<file path="src/limn_config.svh">
`ifndef LIMN_CONFIG_SVH
`define LIMN_CONFIG_SVH

////////////////////////////////////////////////////////////////////////////
// Core sizing
////////////////////////////////////////////////////////////////////////////

// Data and address width
`define LIMN_XLEN 32

// General purpose registers, r0 reads zero
`define LIMN_NREGS 32

// First instruction fetched after reset
`define LIMN_RESET_PC 32'hFFFE_0000

// Testbench memory depth in words, indexed by addr[11:2]
`define LIMN_MEM_WORDS 1024

`endif

</file>
<file path="src/limn_pkg.sv">
`default_nettype none

`include "limn_config.svh"

package limn_pkg;

    typedef logic [`LIMN_XLEN-1:0]          word_t;
    typedef logic [$clog2(`LIMN_NREGS)-1:0] regno_t;
    typedef logic [5:0]                     opcode_t;  // inst[5:0]
    typedef logic [3:0]                     func_t;    // inst[31:28]
    typedef logic [4:0]                     imm5_t;
    typedef logic [15:0]                    imm16_t;

    localparam regno_t REG_LR = 5'd31;  // Link register

    ////////////////////////////////////////////////////////////////////////////
    // Low opcode field, ? bits are don't care for casez
    ////////////////////////////////////////////////////////////////////////////
    localparam opcode_t OP_JALR       = 6'b11_1000;
    localparam opcode_t OP_J_OR_JAL   = 6'b??_?11?;  // bit 0 selects JAL
    localparam opcode_t OP_BEQ        = 6'b11_1101;
    localparam opcode_t OP_BNE        = 6'b11_0101;
    localparam opcode_t OP_BLT        = 6'b10_1101;
    localparam opcode_t OP_ADDI       = 6'b11_1100;
    localparam opcode_t OP_SUBI       = 6'b11_0100;
    localparam opcode_t OP_SLTI       = 6'b10_1100;
    localparam opcode_t OP_SLTIS      = 6'b10_0100;
    localparam opcode_t OP_ANDI       = 6'b01_1100;
    localparam opcode_t OP_XORI       = 6'b01_0100;
    localparam opcode_t OP_ORI        = 6'b00_1100;
    localparam opcode_t OP_LUI        = 6'b00_0100;
    localparam opcode_t OP_ALU_GROUP  = 6'b11_1001;
    localparam opcode_t OP_PRIV_GROUP = 6'b10_1001;
    localparam opcode_t OP_LOAD_LONG  = 6'b10_1011;  // rd = [ra + imm16]
    localparam opcode_t OP_STORE_LONG = 6'b10_1010;  // [ra + imm16] = rb

    // Group function codes
    localparam func_t G1_ADD  = 4'b0111;
    localparam func_t G1_SUB  = 4'b0110;
    localparam func_t G1_AND  = 4'b0011;
    localparam func_t G1_XOR  = 4'b0010;
    localparam func_t G1_OR   = 4'b0001;
    localparam func_t G1_NOR  = 4'b0000;
    localparam func_t G1_SLT  = 4'b0101;
    localparam func_t G1_SLTS = 4'b0100;
    localparam func_t G2_HLT  = 4'b1100;

    typedef enum logic [1:0] {
        SH_LEFT   = 2'b00,
        SH_RIGHT  = 2'b01,
        SH_ARITH  = 2'b10,
        SH_ROTATE = 2'b11
    } shmode_t;

    typedef enum logic [3:0] {
        ADD, SUB, AND, OR, XOR, NOR, SLT, SLTS, LUI
    } alu_op_t;

    typedef enum logic [3:0] {
        ALU_IMM, ALU_REG, BRANCH_EQ, BRANCH_NE, BRANCH_LT,
        JUMP, JUMP_LINK, JUMP_REG, LOAD, STORE, HALT, INVALID
    } inst_class_t;

    typedef enum logic [2:0] {
        S_FETCH, S_EXECUTE, S_READ, S_WRITE, S_HALT
    } seq_state_t;

endpackage

`default_nettype wire

</file>
<file path="src/limn_decode.sv">
`default_nettype none

module limn_decode
    import limn_pkg::*;
(
    input  wire word_t  inst,
    output inst_class_t inst_class,
    output alu_op_t     alu_op,
    output shmode_t     shmode,
    output regno_t      rd,
    output regno_t      ra,
    output regno_t      rb,
    output imm5_t       imm5,
    output imm16_t      imm16,
    output word_t       branch_offset,
    output word_t       jump_target
);

    opcode_t opcode;
    func_t   func;

    ////////////////////////////////////////////////////////////////////////////
    // Fixed fields
    ////////////////////////////////////////////////////////////////////////////
    assign opcode = inst[5:0];
    assign func   = inst[31:28];
    assign shmode = shmode_t'(inst[27:26]);
    assign rd     = inst[10:6];
    assign ra     = inst[15:11];
    assign rb     = inst[20:16];
    assign imm5   = inst[31:27];
    assign imm16  = inst[31:16];

    // Word offsets, branch one is signed
    assign branch_offset = {{9{inst[31]}}, inst[31:11], 2'b00};
    assign jump_target   = {1'b0, inst[31:3], 2'b00};  // top bit comes from pc

    ////////////////////////////////////////////////////////////////////////////
    // Classification
    ////////////////////////////////////////////////////////////////////////////
    always_comb begin
        inst_class = INVALID;
        alu_op     = ADD;
        casez (opcode)
            OP_JALR:     inst_class = JUMP_REG;
            OP_J_OR_JAL: inst_class = inst[0] ? JUMP_LINK : JUMP;
            OP_BEQ:      inst_class = BRANCH_EQ;
            OP_BNE:      inst_class = BRANCH_NE;
            OP_BLT:      inst_class = BRANCH_LT;
            OP_ADDI:     begin inst_class = ALU_IMM; alu_op = ADD;  end
            OP_SUBI:     begin inst_class = ALU_IMM; alu_op = SUB;  end
            OP_SLTI:     begin inst_class = ALU_IMM; alu_op = SLT;  end
            OP_SLTIS:    begin inst_class = ALU_IMM; alu_op = SLTS; end
            OP_ANDI:     begin inst_class = ALU_IMM; alu_op = AND;  end
            OP_XORI:     begin inst_class = ALU_IMM; alu_op = XOR;  end
            OP_ORI:      begin inst_class = ALU_IMM; alu_op = OR;   end
            OP_LUI:      begin inst_class = ALU_IMM; alu_op = LUI;  end
            OP_ALU_GROUP: begin
                inst_class = ALU_REG;
                case (func)
                    G1_ADD:  alu_op = ADD;
                    G1_SUB:  alu_op = SUB;
                    G1_AND:  alu_op = AND;
                    G1_XOR:  alu_op = XOR;
                    G1_OR:   alu_op = OR;
                    G1_NOR:  alu_op = NOR;
                    G1_SLT:  alu_op = SLT;
                    G1_SLTS: alu_op = SLTS;
                    default: inst_class = INVALID;  // MOV and NOP forms
                endcase
            end
            OP_PRIV_GROUP: begin
                if (func == G2_HLT) begin
                    inst_class = HALT;
                end
            end
            OP_LOAD_LONG:  inst_class = LOAD;
            OP_STORE_LONG: inst_class = STORE;
            default:       inst_class = INVALID;
        endcase
    end

endmodule

`default_nettype wire

</file>
<file path="src/limn_regfile.sv">
`default_nettype none

`include "limn_config.svh"

module limn_regfile
    import limn_pkg::*;
(
    input  wire         clk,
    input  wire         arst_n,
    input  wire regno_t raddr_a,
    input  wire regno_t raddr_b,
    output word_t       rdata_a,
    output word_t       rdata_b,
    input  wire         wen,
    input  wire regno_t waddr,
    input  wire word_t  wdata
);

    word_t regs [`LIMN_NREGS];

    // r0 is cleared by reset and never written
    always_ff @(posedge clk or negedge arst_n) begin
        if (!arst_n) begin
            for (int i = 0; i < `LIMN_NREGS; i++) begin
                regs[i] <= '0;
            end
        end else if (wen && (waddr != '0)) begin
            regs[waddr] <= wdata;
        end
    end

    // Asynchronous reads
    assign rdata_a = regs[raddr_a];
    assign rdata_b = regs[raddr_b];

endmodule

`default_nettype wire

</file>
<file path="src/limn_execute.sv">
`default_nettype none

module limn_execute
    import limn_pkg::*;
(
    input  wire inst_class_t inst_class,
    input  wire alu_op_t     alu_op,
    input  wire shmode_t     shmode,
    input  wire imm5_t       imm5,
    input  wire imm16_t      imm16,
    input  wire word_t       branch_offset,
    input  wire word_t       jump_target,
    input  wire word_t       pc,
    input  wire word_t       op_a,
    input  wire word_t       op_b,
    output word_t            result,
    output word_t            next_pc,
    output word_t            mem_addr
);

    word_t       shifted;
    logic [63:0] rot_wide;
    word_t       alu_b;
    word_t       alu_out;
    word_t       pc_plus4;

    ////////////////////////////////////////////////////////////////////////////
    // Second operand
    ////////////////////////////////////////////////////////////////////////////
    assign rot_wide = {op_b, op_b} >> imm5;  // Low half is the rotation

    always_comb begin
        case (shmode)
            SH_LEFT:   shifted = op_b << imm5;
            SH_RIGHT:  shifted = op_b >> imm5;
            SH_ARITH:  shifted = word_t'($signed(op_b) >>> imm5);
            default:   shifted = rot_wide[31:0];
        endcase
    end

    assign alu_b = (inst_class == ALU_IMM) ? {16'h0000, imm16} : shifted;

    ////////////////////////////////////////////////////////////////////////////
    // ALU
    ////////////////////////////////////////////////////////////////////////////
    always_comb begin
        case (alu_op)
            ADD:     alu_out = op_a + alu_b;
            SUB:     alu_out = op_a - alu_b;
            AND:     alu_out = op_a & alu_b;
            OR:      alu_out = op_a | alu_b;
            XOR:     alu_out = op_a ^ alu_b;
            NOR:     alu_out = ~(op_a | alu_b);
            SLT:     alu_out = {31'b0, op_a < alu_b};
            SLTS:    alu_out = {31'b0, $signed(op_a) < $signed(alu_b)};
            LUI:     alu_out = op_a | {imm16, 16'h0000};
            default: alu_out = op_a + alu_b;
        endcase
    end

    assign pc_plus4 = pc + 32'd4;

    // Link value for JAL and JALR
    assign result = ((inst_class == JUMP_LINK) || (inst_class == JUMP_REG)) ?
                    pc_plus4 : alu_out;

    ////////////////////////////////////////////////////////////////////////////
    // Next PC and data address
    ////////////////////////////////////////////////////////////////////////////
    always_comb begin
        case (inst_class)
            BRANCH_EQ: next_pc = (op_a == '0) ? pc + branch_offset : pc_plus4;
            BRANCH_NE: next_pc = (op_a != '0) ? pc + branch_offset : pc_plus4;
            BRANCH_LT: next_pc = op_a[31] ? pc + branch_offset : pc_plus4;
            JUMP,
            JUMP_LINK: next_pc = {pc[31], jump_target[30:0]};  // Stay in the same half
            JUMP_REG:  next_pc = op_a + {14'b0, imm16, 2'b00};
            default:   next_pc = pc_plus4;
        endcase
    end

    assign mem_addr = op_a + {16'h0000, imm16};

endmodule

`default_nettype wire

</file>
<file path="src/limn_sequencer.sv">
`default_nettype none

`include "limn_config.svh"

module limn_sequencer
    import limn_pkg::*;
(
    input  wire              clk,
    input  wire              arst_n,
    input  wire inst_class_t inst_class,
    input  wire regno_t      rd,
    input  wire word_t       alu_result,
    input  wire word_t       next_pc,
    input  wire word_t       mem_addr,
    input  wire word_t       store_data,
    output word_t            inst,
    output word_t            pc,
    output logic             reg_wen,
    output regno_t           reg_waddr,
    output word_t            reg_wdata,
    output word_t            addr,
    output word_t            data_out,
    output logic             we,
    output logic             cs,
    input  wire word_t       data_in,
    input  wire              rdy
);

    seq_state_t state;
    seq_state_t state_next;
    logic       active;    // Low only until the first edge after reset
    logic       mem_done;

    ////////////////////////////////////////////////////////////////////////////
    // Control registers
    ////////////////////////////////////////////////////////////////////////////
    always_ff @(posedge clk or negedge arst_n) begin
        if (!arst_n) begin
            state  <= S_FETCH;
            pc     <= `LIMN_RESET_PC;
            active <= 1'b0;
        end else begin
            state  <= state_next;
            active <= 1'b1;
            if (state == S_EXECUTE) begin
                pc <= next_pc;
            end
        end
    end

    // Instruction register
    always_ff @(posedge clk) begin
        if ((state == S_FETCH) && mem_done) begin
            inst <= data_in;
        end
    end

    always_comb begin
        state_next = state;
        case (state)
            S_FETCH: begin
                if (mem_done) state_next = S_EXECUTE;
            end
            S_EXECUTE: begin
                case (inst_class)
                    LOAD:          state_next = S_READ;
                    STORE:         state_next = S_WRITE;
                    HALT, INVALID: state_next = S_HALT;
                    default:       state_next = S_FETCH;
                endcase
            end
            S_READ, S_WRITE: begin
                if (mem_done) state_next = S_FETCH;
            end
            default: state_next = S_HALT;  // Stays until reset
        endcase
    end

    ////////////////////////////////////////////////////////////////////////////
    // Memory port
    ////////////////////////////////////////////////////////////////////////////
    assign cs = active &&
                ((state == S_FETCH) || (state == S_READ) || (state == S_WRITE));
    assign we       = (state == S_WRITE);
    assign addr     = (state == S_FETCH) ? pc : mem_addr;  // ir holds during data
    assign data_out = store_data;
    assign mem_done = cs && rdy;

    ////////////////////////////////////////////////////////////////////////////
    // Writeback
    ////////////////////////////////////////////////////////////////////////////
    always_comb begin
        reg_wen = 1'b0;
        if (state == S_EXECUTE) begin
            reg_wen = (inst_class == ALU_IMM) || (inst_class == ALU_REG) ||
                      (inst_class == JUMP_LINK) || (inst_class == JUMP_REG);
        end else if (state == S_READ) begin
            reg_wen = mem_done;  // Load data arrives with rdy
        end
    end

    assign reg_waddr = (inst_class == JUMP_LINK) ? REG_LR : rd;
    assign reg_wdata = (state == S_READ) ? data_in : alu_result;

endmodule

`default_nettype wire

</file>
<file path="src/limn_core.sv">
`default_nettype none

module limn_core
    import limn_pkg::*;
(
    input  wire        clk,
    input  wire        arst_n,
    output word_t      addr,
    input  wire word_t data_in,
    output word_t      data_out,
    output logic       we,
    output logic       cs,
    input  wire        rdy
);

    word_t       inst;
    word_t       pc;
    inst_class_t inst_class;
    alu_op_t     alu_op;
    shmode_t     shmode;
    regno_t      rd;
    regno_t      ra;
    regno_t      rb;
    imm5_t       imm5;
    imm16_t      imm16;
    word_t       branch_offset;
    word_t       jump_target;
    word_t       op_a;
    word_t       op_b;
    word_t       alu_result;
    word_t       next_pc;
    word_t       mem_addr;
    logic        reg_wen;
    regno_t      reg_waddr;
    word_t       reg_wdata;

    ////////////////////////////////////////////////////////////////////////////
    // Combinational datapath
    ////////////////////////////////////////////////////////////////////////////
    limn_decode u_decode (
        .inst          (inst),
        .inst_class    (inst_class),
        .alu_op        (alu_op),
        .shmode        (shmode),
        .rd            (rd),
        .ra            (ra),
        .rb            (rb),
        .imm5          (imm5),
        .imm16         (imm16),
        .branch_offset (branch_offset),
        .jump_target   (jump_target)
    );

    limn_regfile u_regfile (
        .clk     (clk),
        .arst_n  (arst_n),
        .raddr_a (ra),
        .raddr_b (rb),
        .rdata_a (op_a),
        .rdata_b (op_b),  // Also the store data
        .wen     (reg_wen),
        .waddr   (reg_waddr),
        .wdata   (reg_wdata)
    );

    limn_execute u_execute (
        .inst_class    (inst_class),
        .alu_op        (alu_op),
        .shmode        (shmode),
        .imm5          (imm5),
        .imm16         (imm16),
        .branch_offset (branch_offset),
        .jump_target   (jump_target),
        .pc            (pc),
        .op_a          (op_a),
        .op_b          (op_b),
        .result        (alu_result),
        .next_pc       (next_pc),
        .mem_addr      (mem_addr)
    );

    // State, PC and memory port
    limn_sequencer u_sequencer (
        .clk        (clk),
        .arst_n     (arst_n),
        .inst_class (inst_class),
        .rd         (rd),
        .alu_result (alu_result),
        .next_pc    (next_pc),
        .mem_addr   (mem_addr),
        .store_data (op_b),
        .inst       (inst),
        .pc         (pc),
        .reg_wen    (reg_wen),
        .reg_waddr  (reg_waddr),
        .reg_wdata  (reg_wdata),
        .addr       (addr),
        .data_out   (data_out),
        .we         (we),
        .cs         (cs),
        .data_in    (data_in),
        .rdy        (rdy)
    );

endmodule

`default_nettype wire

</file>
<file path="config.mk">
export PLATFORM = sky130hd
export DESIGN_NAME = limn_core
export DESIGN_NICKNAME = d
export VERILOG_FILES = /design/src/limn_pkg.sv /design/src/limn_decode.sv /design/src/limn_regfile.sv /design/src/limn_execute.sv /design/src/limn_sequencer.sv /design/src/limn_core.sv
export VERILOG_INCLUDE_DIRS = /design/src
export SDC_FILE = /design/constraint.sdc
export NUM_CORES = 2
export LEC_CHECK = 0
export BUFFER_PORTS_ARGS = -buffer_cell sky130_fd_sc_hd__buf_2
export CORE_MARGIN = 3
export CORE_UTILIZATION = 50
export CTS_BUF_LIST = sky130_fd_sc_hd__clkbuf_8 sky130_fd_sc_hd__clkbuf_16
export DETAILED_ROUTE_END_ITERATION = 12
export GPL_ROUTABILITY_DRIVEN = 0
export GPL_TIMING_DRIVEN = 0
export PLACE_DENSITY = 0.66
export RECOVER_POWER = 50
export SETUP_SLACK_MARGIN = 0.2
export SYNTH_ARGS = -nofsm -noshare
export SYNTH_HDL_FRONTEND = slang
export SYNTH_HIERARCHICAL = 1
export SYNTH_SLANG_ARGS = --single-unit
</file>
<file path="constraint.sdc">
create_clock -name clk -period 7.1 [get_ports clk]
set_input_delay 0.71 -clock clk [delete_from_list [all_inputs] [get_ports clk]]
set_output_delay 0.71 -clock clk [all_outputs]
set_load 0.005 [all_outputs]
</file>
==> flow_summary.ini <==
[flow_run]
max_cap_viol_count = 4

[clocking]
tritoncts = yes
cts_inserted_buffers = 118
cts_buffer_depth = 3
clk_transition_reported_paths_ns = 0.06
cts_num_sinks = 1092
clk-insertion-delay-late_ns = 0.79
cts.htree.levels = 3
clk_root_buffer_cell = sky130_fd_sc_hd__clkbuf_16

[global_route]
grtUsageTotal = 0.375
number_of_antenna_violations_at_the_first_check_in_global_routing = 16
use_met2 = 0.565
grt_pass1_vias = 62200
globalRoute.busiestLayer = met2
grt_use_met1 = 0.456
grt-ovfl-total = 0
first_pass_grt_wire_length_um = 431000
pin_count_of_the_biggest_net_entering_global_routing = 175
met3_usage = 0.107

[setup_path]
worst_ep_arrival_time_ns = 8.54
cp_max_fo = 10
startpoint_of_the_most_critical_register_to_register_path = u_sequencer/inst[20]$_DFFE_PP_
slowest_delay_ns = 0.66
crit_type = reg2reg
cp_capture_type = flop
crit_path_start = u_sequencer/inst[20]$_DFFE_PP_
slowest_stage = sky130_fd_sc_hd__clkbuf_1
timing.reg2reg.setup_slack_ns = -0.83
setup.worst_path.start_class = flop
timing.critical_path.mode_cell = sky130_fd_sc_hd__a21oi_1
critPathRequiredTime_ns = 7.71
critPathTopFamily = compound AO/OA/AOI/OAI gates
timing.critical_path.buf_inv = 5

[layout]
area_taken_by_multi_input_logic_gates_sq_mm = 0.0454
final_core_util = 0.585
final_design_area_no_fill_sq_mm = 0.0871
finish.net_count = 7799
area_growth_pct = 15.4
nFillCells = 12700
final_layout_size_suffix_gt1_frac = 0.303
seqCellArea_sq_mm = 0.0275
fin_cells = 9694

[placement]
dp_hpwl_um = 231000
placedCellCount = 9363
total_cell_area_at_the_placement_stage_sq_mm = 0.0788
port_buffers = 100

[route]
route.antenna.remaining_nets = 0
wl_um = 305000
drc = 2
wire_per_inst_um = 31.5
vias = 64500
vias_per_cell = 6.66
detailedRoute.firstIterationViolations = 8472
dr.pass1.iters = 13

[sta]
maxClockFrequency_mhz = 126
report.final.hold_viol_count = 0
setup-violations-final = 930
skew_ns = 0.0752
final_critical_period_ns = 7.93
final.hold.worst_slack_ns = 0.154
rsz0062_at_grt = yes
setup_slack_after_layout_ns = -0.825
final_max_slew_viol_count = 446
setup-tns-final_ns = -479.45
fin_crit_sh = 1.12
timing_worst_slew_pin_value_ns = 3.47
slew_headroom = -1.31

[pwr]
leakage_nw = 41.3
power_density_mw_per_mm2 = 225
peakVddDrop_mv = 0.240

[synthesis]
yosysWarnings = 6
syn_area_per_cell_sq_um = 10.4
postSynthCellCount = 7249
synth_area_sq_mm = 0.0755

[floorplanning]
initial_core_util = 0.507
die_span_x_um = 395
design.core.area_sq_mm = 0.149
cell_row_count = 141
die_h_um = 395
die-area_sq_mm = 0.156
floorplan.io_pins = 101

[hold_path]
hold_path_startpoint = data_in[4]
min-delay-path-class = in2reg

[run_status]
failing_checks = design-rule violations, max-capacitance violations, max-slew violations, negative setup slack
outcome = finished, violations left
flip-flops by register name, indices dropped and copies added (netlist names):
name,count
u_regfile/regs,1024
u_sequencer/inst,32
u_sequencer/state,3
u_sequencer/active,1
u_sequencer/pc,32
per-stage QoR:
stage	setup WS [ns]	power, mW
2_1_floorplan	0.700	10.4
3_3_place_gp	-18.15	12.3
3_5_place_dp	-3.39	12.4
4_1_cts	-0.286	19.4
5_1_grt	-0.860	20.2
6_report	-0.825	19.6
metal layers:
metal / up-vias / wire, um
met5: - / 82
met4: 12 / 28200
met3: 1283 / 32400
met2: 4141 / 131000
met1: 31800 / 113000
li1: 27300 / -
worst register-to-register path, delay by kind of cell (launching register included):
| family | cells | cell delay, ns |
|---|---|---|
| compound gates | 12 | 2.79 |
| buf+inv | 5 | 1.54 |
| simple gates | 7 | 1.53 |
| mux | 3 | 1.09 |
| flops | 1 | 0.50 |
| fa+ha+maj | 1 | 0.23 |
| xor+xnor | 1 | 0.13 |
cells in the final DEF, fill, tap and decap left out, types with 49 or more instances in the layout:
master	count
sky130_fd_sc_hd__nand2_1	379
sky130_fd_sc_hd__nor2_1	310
sky130_fd_sc_hd__mux2i_1	1073
sky130_fd_sc_hd__dfrtp_1	1045
sky130_fd_sc_hd__buf_2	154
sky130_fd_sc_hd__o21ai_0	140
sky130_fd_sc_hd__a22o_1	132
sky130_fd_sc_hd__ha_1	173
sky130_fd_sc_hd__nand3_1	190
sky130_fd_sc_hd__a21oi_1	406
sky130_fd_sc_hd__nor3_1	73
sky130_fd_sc_hd__a22oi_1	202
sky130_fd_sc_hd__mux4_2	49
sky130_fd_sc_hd__buf_6	94
sky130_fd_sc_hd__a31oi_1	57
sky130_fd_sc_hd__clkbuf_16	128
sky130_fd_sc_hd__inv_1	147
sky130_fd_sc_hd__buf_4	282
sky130_fd_sc_hd__xnor2_1	83
sky130_fd_sc_hd__clkbuf_2	49
sky130_fd_sc_hd__mux2_2	1039
sky130_fd_sc_hd__clkbuf_1	250
worst paths after layout:
check                                              endpoint  cells past startpoint
max                         u_regfile/regs[249]$_DFFE_PN0P_                     29
min                           u_sequencer/inst[4]$_DFFE_PP_                      1
max reg2reg                 u_regfile/regs[249]$_DFFE_PN0P_                     29
min reg2reg                u_regfile/regs[1002]$_DFFE_PN0P_                      1
max in group asynchronous  u_regfile/regs[1009]$_DFFE_PN0P_                      4
min in group asynchronous    u_sequencer/pc[14]$_DFFE_PN0P_                      2
timing repair:
item	4_1_cts	5_1_grt
setup buffers	77	17
hold buffers	1	0
hold endpoints to repair	19	0
pin swaps	72	15
cloned	6	3
gates resized for setup	756	100
setup endpoints to repair	1051	975
cell type report:
type / instances / area share
multi-input combinational: 5268 / 0.521
clock buffer: 136 / 0.0371
tap: 2002 / 0.0288
sequential: 1092 / 0.316
buffer: 760 / 0.0638
inverter: 131 / 0.00565
clock inverter: 85 / 0.0104
antenna: 7 / 0.000201
timing repair buffer: 213 / 0.0176
power by group:
| group | internal [mW] | leakage, nW | switching, mW |
|---|---|---|---|
| sequential | 6.66 | 15.0 | 0.418 |
| combinational | 2.19 | 24.3 | 3.79 |
| clock | 3.80 | 2.13 | 2.76 |
Note: power is estimated with default switching activity, not from simulation.
